## src/common/mem_pkg.sv

```systemverilog
package mem_pkg;

  localparam int XLEN    = 64;
  localparam int REGNO_W = 5;
  localparam int OP_W    = 4;
  localparam int STRB_W  = XLEN / 8;

  localparam logic [OP_W-1:0] OP_NONE = 4'd0;
  localparam logic [OP_W-1:0] OP_LB   = 4'd1;
  localparam logic [OP_W-1:0] OP_LBU  = 4'd2;
  localparam logic [OP_W-1:0] OP_LH   = 4'd3;
  localparam logic [OP_W-1:0] OP_LHU  = 4'd4;
  localparam logic [OP_W-1:0] OP_LW   = 4'd5;
  localparam logic [OP_W-1:0] OP_LWU  = 4'd6;
  localparam logic [OP_W-1:0] OP_LD   = 4'd7;
  localparam logic [OP_W-1:0] OP_SB   = 4'd8;
  localparam logic [OP_W-1:0] OP_SH   = 4'd9;
  localparam logic [OP_W-1:0] OP_SW   = 4'd10;
  localparam logic [OP_W-1:0] OP_SD   = 4'd11;

  // Single level paging
  localparam int PAGE_BITS     = 12;
  localparam int PT_INDEX_BITS = 10;
  localparam int PPN_W         = 44;
  localparam int VPN_W         = XLEN - PAGE_BITS;
  localparam int TLB_ENTRIES   = 8;
  localparam int TLB_IDX_W     = $clog2(TLB_ENTRIES);
  localparam int TLB_TAG_W     = VPN_W - TLB_IDX_W;

  // One doubleword per line
  localparam int CACHE_LINES = 64;
  localparam int LINE_OFF_W  = 3;
  localparam int CACHE_IDX_W = $clog2(CACHE_LINES);
  localparam int CACHE_TAG_W = XLEN - CACHE_IDX_W - LINE_OFF_W;

  localparam int STATE_W = 2;
  localparam logic [STATE_W-1:0] ST_IDLE      = 2'd0;
  localparam logic [STATE_W-1:0] ST_TRANSLATE = 2'd1;
  localparam logic [STATE_W-1:0] ST_ACCESS    = 2'd2;

  typedef union packed {
    logic [XLEN-1:0] data;
    struct packed {
      logic [9:0]       rsvd_hi;
      logic [PPN_W-1:0] ppn;      // Bits 53:10
      logic [8:0]       rsvd_lo;
      logic             valid;
    } pte;
  } mem_word_u;

endpackage

```

## src/mem_stage/lsu_align.sv

```systemverilog
module lsu_align import mem_pkg::*; (
  input  logic [OP_W-1:0]   op,
  input  logic [2:0]        offset,
  input  logic [XLEN-1:0]   rdata,
  input  logic [XLEN-1:0]   wdata,
  output logic [XLEN-1:0]   mdata,
  output logic [XLEN-1:0]   wdata_lanes,
  output logic [STRB_W-1:0] strb
);

  logic [XLEN-1:0] byte_sh;
  logic [XLEN-1:0] half_sh;
  logic [XLEN-1:0] word_sh;

  // Low offset bits dropped for wider accesses
  assign byte_sh = rdata >> {offset, 3'b000};
  assign half_sh = rdata >> {offset[2:1], 4'b0000};
  assign word_sh = rdata >> {offset[2], 5'b00000};

  always_comb begin
    mdata       = '0;
    wdata_lanes = wdata;
    strb        = '0;
    case (op)
      OP_LB:  mdata = {{(XLEN-8){byte_sh[7]}}, byte_sh[7:0]};
      OP_LBU: mdata = {{(XLEN-8){1'b0}}, byte_sh[7:0]};
      OP_LH:  mdata = {{(XLEN-16){half_sh[15]}}, half_sh[15:0]};
      OP_LHU: mdata = {{(XLEN-16){1'b0}}, half_sh[15:0]};
      OP_LW:  mdata = {{(XLEN-32){word_sh[31]}}, word_sh[31:0]};
      OP_LWU: mdata = {{(XLEN-32){1'b0}}, word_sh[31:0]};
      OP_LD:  mdata = rdata;
      OP_SB: begin
        wdata_lanes = {STRB_W{wdata[7:0]}};
        strb        = 8'b0000_0001 << offset;
      end
      OP_SH: begin
        wdata_lanes = {(XLEN/16){wdata[15:0]}};
        strb        = 8'b0000_0011 << {offset[2:1], 1'b0};
      end
      OP_SW: begin
        wdata_lanes = {(XLEN/32){wdata[31:0]}};
        strb        = 8'b0000_1111 << {offset[2], 2'b00};
      end
      OP_SD: begin
        strb = 8'hff;
      end
      default: mdata = '0;
    endcase
  end

endmodule

```

## src/mem_stage/mem_stage.sv

```systemverilog
module mem_stage import mem_pkg::*; (
  input  logic               clk,
  input  logic               reset,
  input  logic               flush,
  input  logic               in_valid,
  output logic               in_ready,
  input  logic [OP_W-1:0]    in_op,
  input  logic [XLEN-1:0]    in_addr,
  input  logic [XLEN-1:0]    in_wdata,
  input  logic [REGNO_W-1:0] in_rd_regno,
  input  logic               in_update_rd,
  output logic               out_valid,
  output logic [XLEN-1:0]    out_mdata,
  output logic [REGNO_W-1:0] out_rd_regno,
  output logic               out_update_rd,
  output logic               tlb_lookup,
  output logic [XLEN-1:0]    tlb_vaddr,
  input  logic               tlb_done,
  input  logic [XLEN-1:0]    tlb_paddr,
  output logic               cache_req,
  output logic               cache_we,
  output logic [XLEN-1:0]    cache_paddr,
  output logic [XLEN-1:0]    cache_wdata,
  output logic [STRB_W-1:0]  cache_strb,
  input  logic               cache_done,
  input  logic [XLEN-1:0]    cache_rdata
);

  logic [STATE_W-1:0] state;
  logic [OP_W-1:0]    op_q;
  logic [2:0]         off_q;
  logic [XLEN-1:0]    wdata_q;
  logic [REGNO_W-1:0] regno_q;
  logic               update_q;
  logic [XLEN-1:0]    load_value;
  logic               accept;

  assign in_ready    = (state == ST_IDLE);
  assign accept      = in_valid && in_ready;
  assign tlb_lookup  = accept && (in_op != OP_NONE);
  assign tlb_vaddr   = {in_addr[XLEN-1:3], 3'b000};  // Doubleword address
  assign cache_req   = (state == ST_TRANSLATE) && tlb_done;
  assign cache_we    = op_q inside {OP_SB, OP_SH, OP_SW, OP_SD};
  assign cache_paddr = tlb_paddr;

  lsu_align u_align (
    .op          (op_q),
    .offset      (off_q),
    .rdata       (cache_rdata),
    .wdata       (wdata_q),
    .mdata       (load_value),
    .wdata_lanes (cache_wdata),
    .strb        (cache_strb)
  );

  always_ff @(posedge clk) begin
    if (reset) begin
      state     <= ST_IDLE;
      out_valid <= 1'b0;
    end else begin
      out_valid <= 1'b0;
      case (state)
        ST_IDLE: begin
          if (accept && (in_op == OP_NONE)) begin
            out_valid <= 1'b1;  // Nothing to translate
          end else if (accept) begin
            state <= ST_TRANSLATE;
          end
        end
        ST_TRANSLATE: begin
          if (tlb_done) begin
            state <= ST_ACCESS;  // Cache request went out this cycle
          end
        end
        ST_ACCESS: begin
          if (cache_done) begin
            state     <= ST_IDLE;
            out_valid <= 1'b1;
          end
        end
        default: state <= ST_IDLE;
      endcase
    end
  end

  always_ff @(posedge clk) begin
    if (accept) begin
      op_q     <= in_op;
      off_q    <= in_addr[2:0];
      wdata_q  <= in_wdata;
      regno_q  <= in_rd_regno;
      update_q <= in_update_rd;
    end
    if (accept && (in_op == OP_NONE)) begin
      out_mdata     <= '0;
      out_rd_regno  <= in_rd_regno;
      out_update_rd <= in_update_rd;
    end else if ((state == ST_ACCESS) && cache_done) begin
      out_mdata     <= load_value;  // Zero for stores
      out_rd_regno  <= regno_q;
      out_update_rd <= update_q;
    end
  end

  // TLB entries may only be dropped between operations
  a_flush_idle: assert property (@(posedge clk) disable iff (reset) !in_ready |-> !flush);

  a_done_busy: assert property (
    @(posedge clk) disable iff (reset) (state == ST_IDLE) |-> !tlb_done
  );

endmodule

```

## config.mk

```make
export PLATFORM = sky130hd
export DESIGN_NAME = mem_stage
export DESIGN_NICKNAME = d
export VERILOG_FILES = /design/src/common/mem_pkg.sv /design/src/mem_stage/lsu_align.sv /design/src/mem_stage/mem_stage.sv
export SDC_FILE = /design/constraint.sdc
export NUM_CORES = 1
export LEC_CHECK = 0
export BUFFER_PORTS_ARGS = -buffer_cell sky130_fd_sc_hd__buf_2
export CORE_AREA = 10 10 205 207
export DETAILED_ROUTE_END_ITERATION = 10
export DIE_AREA = 0 0 215 217
export HOLD_SLACK_MARGIN = 0.05
export PLACE_DENSITY = 0.6
export SYNTH_ARGS = -nofsm -noshare
export SYNTH_HDL_FRONTEND = slang
export SYNTH_SLANG_ARGS = --single-unit
```

## constraint.sdc

```tcl
create_clock -name clk -period 15.5 [get_ports clk]
set_input_delay 2.325 -clock clk [delete_from_list [all_inputs] [get_ports clk]]
set_output_delay 2.325 -clock clk [all_outputs]
set_load 0.005 [all_outputs]
```

After elaboration in Yosys (flattened, before gate mapping)

Index checks and enable logic that the tools add are counted.

Reductions and logical operators: 11
Equal/unequal tests: 17
Muxes and demuxes: 15
Shift operators: 6

Operators with widths:

| cell                | number |
|---|---|
| $pmux 64 s7         | 1 |
| $pmux 64 s3         | 1 |
| $shr 64x6->16       | 1 |
| $shr 64x6->32       | 1 |
| $shr 64x6->8        | 1 |
| $pmux 8 s4          | 1 |
| $eq 4x3->1 const B  | 4 |
| $eq 4x4->1 const B  | 4 |
| $mux 5              | 2 |
| $eq 4x2->1 const B  | 2 |
| $mux 2              | 4 |
| $reduce_bool 4->1   | 2 |
| $shl 1x3->8 const A | 1 |
| $shl 2x3->8 const A | 1 |
| $shl 4x3->8 const A | 1 |
| $ne 2x2->1 const B  | 3 |
| $pmux 2 s3          | 1 |
| $logic_and 1x1->1   | 5 |
| $eq 4x1->1 const B  | 1 |
| $logic_not 4->1     | 1 |
| $mux 1              | 4 |
| $reduce_and 4->1    | 1 |
| $eq 2x1->1 const B  | 1 |
| $eq 2x2->1 const B  | 1 |
| other kinds (4)     | 4 |

Flip-flop bits (word level): 150
Output and inout bits: 275
Logic and storage cells: 59
Input bits: 272

Longest topological paths before layout

Gate-level depths: netlist of run 1.

Word-level depth: 5
Gate-level depth with buffers: 8
Gate-level depth less buffers: 5

Modules after synthesis

Synthesis of run 1 repeated with hierarchy kept, for this count alone.

Cell total of the unflattened synthesis: 1043
Area total of the unflattened synthesis: 9506.6 sq um

By module, submodules not included:

| module    | instances | sequential area each (sq um) | area each (sq um) | cells an instance |
|---|---|---|---|---|
| mem_stage | 1         | 3833.7                       | 5947.0            | 516 |
| lsu_align | 1         | 0.0                          | 3559.7            | 527 |

Worst setup path before layout of run 1

OpenSTA, ideal clock, no wires.

Path kind: in2out
Start point: in in_valid
End point: out tlb_lookup
Stages: 2
Buffers on the path: 0
Slack: 4722 ps
Arrival time: 8453 ps
Cell sequence: nor3b_1 > nor2b_1

Cells in the longest elaborated chain, start to end: 2

Ends and longest elaborated chain:

| what              | RTL line        | RTL |
|---|---|---|
| from (decl)       | mem_stage.sv:5  | `input logic in_valid,` |
| $logic_and 1x1->1 | mem_stage.sv:39 | `assign accept = in_valid && in_ready;` |
| $logic_and 1x1->1 | mem_stage.sv:40 | `assign tlb_lookup = accept && (in_op != OP_NONE);` |
| to (decl)         | mem_stage.sv:16 | `output logic tlb_lookup,` |

Every way passes these cells.

Worst setup path after layout of run 1

Start point: reg op_q[2]
End point: out cache_wdata[38]

Cells in the longest elaborated chain, start to end: 2
Elaborated cells on any way between the ends: 4
Those cells by class: 3 x eq/ne; 1 x mux

Ends and longest elaborated chain:

| what                   | RTL line        | RTL |
|---|---|---|
| from (decl)            | mem_stage.sv:30 | `logic [OP_W-1:0] op_q;` |
| from (signal assigned) | mem_stage.sv:88 | `op_q <= in_op;` |
| $eq 4x4->1             | lsu_align.sv:24 | `case (op)` |
| $pmux 64 s3 *          | lsu_align.sv:24 |  |
| to (decl)              | mem_stage.sv:23 | `output logic [XLEN-1:0] cache_wdata,` |

Every way passes the cells marked *; elsewhere a longest branch is shown, timed or not.

==> results of run 1 <==
-- flip-flops by register name, indices dropped and copies added (netlist names) --
| name | flops |
|---|---|
| out_valid | 1 |
| wdata_q | 64 |
| out_update_rd | 1 |
| off_q | 3 |
| out_mdata | 64 |
| out_rd_regno | 5 |
| state | 2 |
| regno_q | 5 |
| update_q | 1 |
| op_q | 4 |
-- worst max-delay path by stage --
stage,start,to,slack [ns],depth (start not counted)
after detailed placement,in_valid,tlb_lookup,10.03,5
after CTS,op_q[2],cache_wdata[38],9.97,6
after global routing,op_q[2],cache_wdata[38],9.81,6
after floorplan,in_valid,tlb_lookup,4.72,2
final,op_q[2],cache_wdata[38],10.04,6
after global placement,in_valid,tlb_lookup,10.01,5
-- power by group --
part	switching [mW]	internal [mW]
combinational	0.116	0.0795
clock	0.192	0.223
sequential	0.0182	0.450
total	0.326	0.753
-- critical path: cells and delay by family, from the launching register on --
kind                   cells  cell delay [ns]
buffers and inverters      3             0.96
flip-flops                 1             0.59
multiplexers               1             0.41
AND/OR/NAND/NOR            2             0.71
-- stage by stage --
step | instances | total power, mW
floorplan | 897 | 0.601
global placement | 1521 | 0.672
detailed placement | 1521 | 0.674
CTS | 1553 | 1.10
global route | 1553 | 1.13
finish | 1553 | 1.08
-- synth_stat cells, types with 2 or more instances --
cell,instances,area [um2]
mux2i_1,25,250
inv_1,5,18.8
a222oi_1,7,70.1
edfxtp_1,83,2490
nor3_1,6,30.0
clkbuf_1,31,116
buf_2,28,140
mux4_2,8,180
nand3b_1,2,15.0
nor2b_1,5,31.3
o21ai_1,12,60.1
nand3_1,2,10.0
o21ba_2,2,20.0
dfxtp_1,67,1340
a21o_1,2,15.0
nor4_1,2,12.5
nand2_1,109,409
a211oi_1,34,255
o21ai_0,93,465
a221oi_1,15,131
nor2_1,24,90.1
nand2b_1,19,119
nor3b_1,13,97.6
o211ai_1,5,37.5
buf_4,141,1060
buf_6,2,22.5
o22ai_1,7,43.8
a22oi_1,20,150
a21oi_1,45,225
o21a_1,13,97.6
mux2_2,32,360
o31ai_1,16,120
-- cell families (layout without fill, tap and decap cells) --
logic type	count (synthesis)	after routing
XOR/XNOR	1	1
buffers and inverters	207	345
AND/OR/NAND/NOR	191	191
AO/OA/AOI/OAI	279	279
multiplexers	66	66
flip-flops	150	150
other	1	3
-- layer usage --
| metal | wire length (um) | up-vias | global-route usage |
|---|---|---|---|
| met2 | 22800 | 549 | 0.328 |
| li1 | - | 3387 | - |
| met3 | 7150 | 37 | 0.127 |
| met5 | 101 | - | 0.0104 |
| met4 | 670 | 8 | 0.0392 |
| met1 | 15200 | 3590 | 0.182 |
-- cell type report --
type | instances | area (um2) | share of cell area
timing repair buffer | 308 | 1580 | 0.155
clock buffer | 19 | 464 | 0.0455
multi-input combinational | 540 | 3540 | 0.347
sequential | 150 | 3830 | 0.376
tap | 518 | 648 | 0.0636
inverter | 5 | 18.8 | 0.00184
clock inverter | 13 | 109 | 0.0107
-- placed cells by master, fill, tap and decap left out, types with 7 or more instances in the layout --
master / count
a222oi_1: 7
o21a_1: 13
o21ai_0: 93
nand2_1: 109
dfxtp_1: 67
a221oi_1: 15
clkbuf_16: 18
nand2b_1: 19
mux2_2: 32
buf_2: 292
edfxtp_1: 83
nor2_1: 22
o31ai_1: 16
nor3b_1: 12
a211oi_1: 33
mux4_2: 8
a21oi_1: 44
mux2i_1: 25
a22oi_1: 20
buf_4: 16
o21ai_1: 12
o22ai_1: 7
==> results.toml, run 1 <==
[critical_path]
reg2reg_to = "out_mdata[18]"
path_cells = "nand2b_1 > buf_4 > inv_1 > nand2_1 > mux2_2 > buf_2"
cp.required_ns = 13.18
cp_max_fo = 36
max_stage_delay_ns = 0.59
cp-start-kind = "flop"
rr_worst_depth = 6
end_kind = "output port"
crit_slowest_cell = "edfxtp_1"
reg2reg_slack_ns = 12.52
r2r-start = "off_q[2]"
setup.worst_path.class = "reg2out"
cp.arrival_ns = 3.14

[placed_design]
place_ws_ns = 10.03
place_area_um2 = 9620
port-buffer-count = 292
place_congestion = 0.909
dp_hpwl_mm = 37.1

[power_and_ir_drop]
ir_worst_vdd_uv = 101
power.density_nw_per_um2 = 106
p_leak_nw = 4.07

[sta]
fin_tns_setup_ns = 0
tightest_slew_ns = 1.19
maxSlewViolCount = 0
fin_ws_ns = 10.04
whs_ns = 0.446
rsz0062_at_grt = "false"
hold_viol = 0
maxSlewHeadroom = 0.210
skew_ns = 0.0191
layout_min_cycle_time_ns = 5.46
timing.final.crit_share = 0.352
max_clock_freq_mhz = 183
setup_violations = 0

[finish]
design_area_um2 = 10200
num-nets-final = 1294
layout-drive-gt1-share = 0.384
fillers = 4119
area_growth_pct = 17.4
diodes = 0
final_util = 0.267

[clock_network]
postCtsSetupBuffers = 0
htreeDepth = 4
cts_sinks = 150
cts-root-buf = "clkbuf_16"
hold_buffers = 0
clockBufferDepth = 2
tritoncts = "done"
numCtsBuffers = 17
cts_resized = 0
clock_latency_ns = 0.45
path_clk_slew_ns = 0.07

[synth]
yosys.area_share.adder = 0
synth_top_family_by_area = "compound AO/OA/AOI/OAI gates"
synth-simple-area-share = 0.104
syn_avg_cell_area_um2 = 9.70
muxShareOfSynthArea = 0.0923
ys.flop_type = "edfxtp_1"
ys_types = 52
synth-xor-area-share = 0.00101
seq_area_frac_synth = 0.441
ys_warn_count = 0
synth_edf_count = 83
synth_area_um2 = 8680
synth_compound_area_frac = 0.205
netlist_instances = 895
synth_async_sr_flop_share = 0
ys_ff_latch = 150

[global_routing]
grt_antenna_before_repair = 5
grt_usage = 0.188
grt_max_degree = 80
grt_overflow = 0
grt_pass1_vias = 7754
grt_pass1_wl_mm = 62.9

[routing]
postRouteAntennaNets = 0
wirelength_mm = 45.9
num_vias = 7571
drt_iter0_markers = 662
first_pass_iters = 5
wl_per_cell_um = 29.6
avgViaCountPerCell = 4.88
drc = 0

[die]
ios = 547
rows = 72
dieHeight_um = 217
design.die.area_um2 = 46700
start_util = 0.228
core-area_um2 = 38100
die_w_um = 215

[worst_hold_path]
hp-start = "out_mdata[33]"
min_path_type = "reg2reg"
min_delay_path_depth = 2
holdPathEnd = "out_mdata[33]"

[run_status]
outcome = "finished clean"

[job]
max-cap-violations = 0
Note: power is estimated with default switching activity, not from simulation.
==> run 2, diff against run 1 <==
Settings changed: CORE_AREA 10 10 205 207 to 10 10 206 208, DIE_AREA 0 0 215 217 to 0 0 216 218, PLACE_DENSITY 0.6 to 0.62.
Clock period 15.5 ns to 4.66 ns, I/O delays scaled along.
==> run 2 against run 1 <==
Effect of this change: die area up 0.93%; power grew to 3.3 times the previous value; register-to-register slack got worse by 11 ns; sequential cell count is the same; count of clock-buffer cells in the layout decreased by 2; sequential power increased to 3.3 times the previous value; wire length up 3.7%; clock skew about the same; highest routed layer unchanged.
==> results.toml, run 2 (same netlist as run 1, synthesis figures left out) <==
[routing]
avgViaCountPerCell = 4.96
drt_iter0_markers = 649
postRouteAntennaNets = 0
wirelength_mm = 47.6
num_vias = 7708
wl_per_cell_um = 30.6
drc = 0
first_pass_iters = 5

[sta]
setup_violations = 0
layout_min_cycle_time_ns = 3.65
maxSlewViolCount = 0
max_clock_freq_mhz = 274
fin_ws_ns = 1.01
maxSlewHeadroom = 0.228
skew_ns = 0.0195
timing.final.crit_share = 0.782
hold_viol = 0
tightest_slew_ns = 1.16
rsz0062_at_grt = "false"
fin_tns_setup_ns = 0

[placed_design]
place_ws_ns = 1.44
place_congestion = 0.903
port-buffer-count = 292
dp_hpwl_mm = 39.5
place_area_um2 = 9640

[critical_path]
cp.required_ns = 3.96
end_kind = "output port"
cp-start-kind = "flop"
cp.arrival_ns = 2.95
cp_max_fo = 22
path_cells = "nand2b_1 > inv_1 > nand2_1 > mux2_2 > buf_2"
max_stage_delay_ns = 0.60
crit_slowest_cell = "edfxtp_1"
setup.worst_path.class = "reg2out"

[global_routing]
grt_pass1_vias = 7663
grt_antenna_before_repair = 5
grt_usage = 0.193
grt_max_degree = 79
grt_pass1_wl_mm = 63.6
grt_overflow = 0

[clock_network]
cts_sinks = 150
htreeDepth = 4
tritoncts = "done"
postCtsSetupBuffers = 0
numCtsBuffers = 17
clockBufferDepth = 2
cts-root-buf = "clkbuf_16"
cts_resized = 0
clock_latency_ns = 0.46
path_clk_slew_ns = 0.07
hold_buffers = 0

[run_status]
outcome = "finished clean"

[die]
rows = 72
ios = 547
design.die.area_um2 = 47100
dieHeight_um = 218
start_util = 0.227
core-area_um2 = 38300
die_w_um = 216

[worst_hold_path]
min_path_type = "in2reg"

[finish]
area_growth_pct = 17.5
top_regs = "out_mdata (64), wdata_q (64)"
final_cell_mix = "buf_2, nand2_1, o21ai_0"
final_common_cell = "buf_2"
num-nets-final = 1296
layout-drive-gt1-share = 0.384
diodes = 0
design_area_um2 = 10200

[power_and_ir_drop]
power.density_nw_per_um2 = 350
p_leak_nw = 4.07
ir_worst_vdd_uv = 283
fin_total_pwr_mw = 3.57

[job]
max-cap-violations = 0
[run 2: worst paths after layout]
| kind | from | end | slack [ns] | depth (start not counted) |
|---|---|---|---|---|
| worst max-delay path | op_q[2] | cache_wdata[38] | 1.01 | 5 |
| worst min-delay path | in_wdata[46] | wdata_q[46] | 0.41 | 1 |
| worst max register to register | off_q[2] | out_mdata[17] | 1.81 | 5 |
| worst min register to register | out_mdata[33] | out_mdata[33] | 0.44 | 2 |
[run 2: through the flow]
step            util  cells  hold WS [ns]
2_1_floorplan      -    897         0.446
3_3_place_gp   0.252   1523         0.428
3_5_place_dp   0.252   1523         0.438
4_1_cts        0.267   1555         0.377
5_1_grt        0.267   1555         0.380
6_report       0.267   1555         0.413
[run 2: layer usage]
metal  routed length, um  share of wire  vias to the layer above  global-route usage
li1                    -              -                     3393                   -
met1               14400           0.30                     3667               0.173
met2               24100           0.51                      600               0.341
met3                8240           0.17                       42               0.142
met4                 736          0.015                        6              0.0471
met5                  66         0.0014                        -             0.00520
[run 2: final cells by class]
| type | count | area, um2 |
|---|---|---|
| fillers | 4155 | 28100 |
| multi-input cells | 540 | 3540 |
| clock buffers | 17 | 425 |
| inverters | 5 | 18.8 |
| clock inverters | 15 | 139 |
| well taps | 518 | 648 |
| repair buffers | 310 | 1600 |
| flip-flops and latches | 150 | 3830 |
[run 2: worst max-delay path: cells and delay by family, from the launching register on]
kind,cells,cell delay [ns]
simple gates,2,0.80
mux,1,0.43
flops,1,0.60
buf+inv,2,0.64
[run 2: where the power goes]
| group | internal, mW | total, mW | leakage [nW] | switching, mW |
|---|---|---|---|---|
| clock | 0.705 | 1.35 | 0.277 | 0.649 |
| combinational | 0.266 | 0.643 | 2.46 | 0.377 |
| sequential | 1.50 | 1.57 | 1.33 | 0.0727 |
==> run 3, diff against run 2 <==
Clock period 4.66 ns to 3.25 ns, I/O delays scaled along.
==> run 3 against run 2 <==
Effect of this change: register-to-register slack worse by 1.1 ns; critical endpoint is now cache_wdata[41]; count of clock-buffer cells in the layout grew 2; critical path depth rose by 4; clock power grew 53%; first-iteration DRC count fell by 10%.
==> results.toml, run 3 (same netlist as run 1, synthesis figures left out) <==
[run_status]
outcome = "finished clean"

[power_and_ir_drop]
ir_worst_vdd_uv = 362
p_leak_nw = 4.12
power.density_nw_per_um2 = 508
fin_total_pwr_mw = 5.25

[clock_network]
numCtsBuffers = 17
clockBufferDepth = 2
htreeDepth = 4
path_clk_slew_ns = 0.07
cts_sinks = 150
postCtsSetupBuffers = 0
cts_resized = 0
cts-root-buf = "clkbuf_16"
clock_latency_ns = 0.44
hold_buffers = 0
tritoncts = "done"

[global_routing]
grt_pass1_wl_mm = 64.4
grt_pass1_vias = 8005
grt_usage = 0.192
grt_max_degree = 79
grt_antenna_before_repair = 9
grt_overflow = 0

[critical_path]
end_kind = "output port"
cp.arrival_ns = 2.50
cp-start-kind = "flop"
max_stage_delay_ns = 0.32
crit_slowest_cell = "edfxtp_1"
crit_buf_inv = 4
setup.worst_path.class = "reg2out"
cp_max_fo = 24
cp.required_ns = 2.76
path_cells = "buf_4 > nand2b_1 > buf_4 > nor2_2 > buf_4 > nand2_1 > o21ai_0 > a21oi_1 > buf_2"
path_delay_family = "buffers and inverters"
timing.critical_path.mode_cell = "buf_4"

[sta]
max_clock_freq_mhz = 335
tightest_slew_ns = 0.853
skew_ns = 0.0143
setup_violations = 0
whs_ns = 0.223
maxSlewViolCount = 0
layout_min_cycle_time_ns = 2.98
timing.final.crit_share = 0.918
maxSlewHeadroom = 0.431
rsz0062_at_grt = "false"
fin_tns_setup_ns = 0
hold_viol = 0

[finish]
top_regs = "out_mdata (64), wdata_q (64)"
layout-drive-gt1-share = 0.387
area_growth_pct = 18.9
num-nets-final = 1306
final_cell_mix = "buf_2, nand2_1, o21ai_0"
final_common_cell = "buf_2"

[placed_design]
port-buffer-count = 292
dp_hpwl_mm = 38.7
place_congestion = 0.907

[routing]
wl_per_cell_um = 30.1
drt_iter0_markers = 581
avgViaCountPerCell = 4.95
wirelength_mm = 47.2
first_pass_iters = 7
num_vias = 7754
drc = 0
postRouteAntennaNets = 0

[die]
ios = 547
core-area_um2 = 38300
rows = 72
dieHeight_um = 218
design.die.area_um2 = 47100
die_w_um = 216
start_util = 0.227

[job]
max-cap-violations = 0

[worst_hold_path]
min_path_type = "in2reg"
-- run 3: worst paths after layout --
check                startpoint               to  depth (start not counted)  slack [ns]
setup / recovery        op_q[2]  cache_wdata[41]                          9        0.27
hold / removal     in_wdata[49]      wdata_q[49]                          1        0.22
setup reg to reg       off_q[0]    out_mdata[37]                          6        0.67
hold reg to reg   out_mdata[34]    out_mdata[34]                          2        0.45
-- run 3: area by class of cell --
cell class,instances,area [um2]
inverter,5,23.8
timing repair buffer,320,1680
tap,518,648
antenna,3,7.51
clock inverter,12,154
sequential,150,3830
multi-input combinational,540,3540
fill,4129,28000
clock buffer,19,433
-- run 3: layer usage --
| layer | vias to the layer above | GRT usage | routed length [um] |
|---|---|---|---|
| li1 | 3415 | - | - |
| met1 | 3660 | 0.177 | 14600 |
| met2 | 614 | 0.343 | 24200 |
| met3 | 57 | 0.131 | 7510 |
| met4 | 8 | 0.0415 | 781 |
| met5 | - | 0 | 53 |
-- run 3: where the power goes --
part | total [mW] | internal (mW) | switching (mW) | leakage, nW
clock network | 2.06 | 1.20 | 0.861 | 0.271
logic | 0.949 | 0.393 | 0.555 | 2.52
registers | 2.23 | 2.15 | 0.0862 | 1.33
-- run 3: per-stage QoR --
step | cell area (um2) | instances | setup WS [ns] | util
detailed placement | 9730 | 1533 | 0.679 | 0.254
global placement | 9730 | 1533 | 0.730 | 0.254
finish | 10300 | 1567 | 0.267 | 0.270
global route | 10300 | 1564 | 0.0552 | 0.270
CTS | 10300 | 1564 | 0.227 | 0.270
floorplan | 8740 | 897 | -0.751 | -
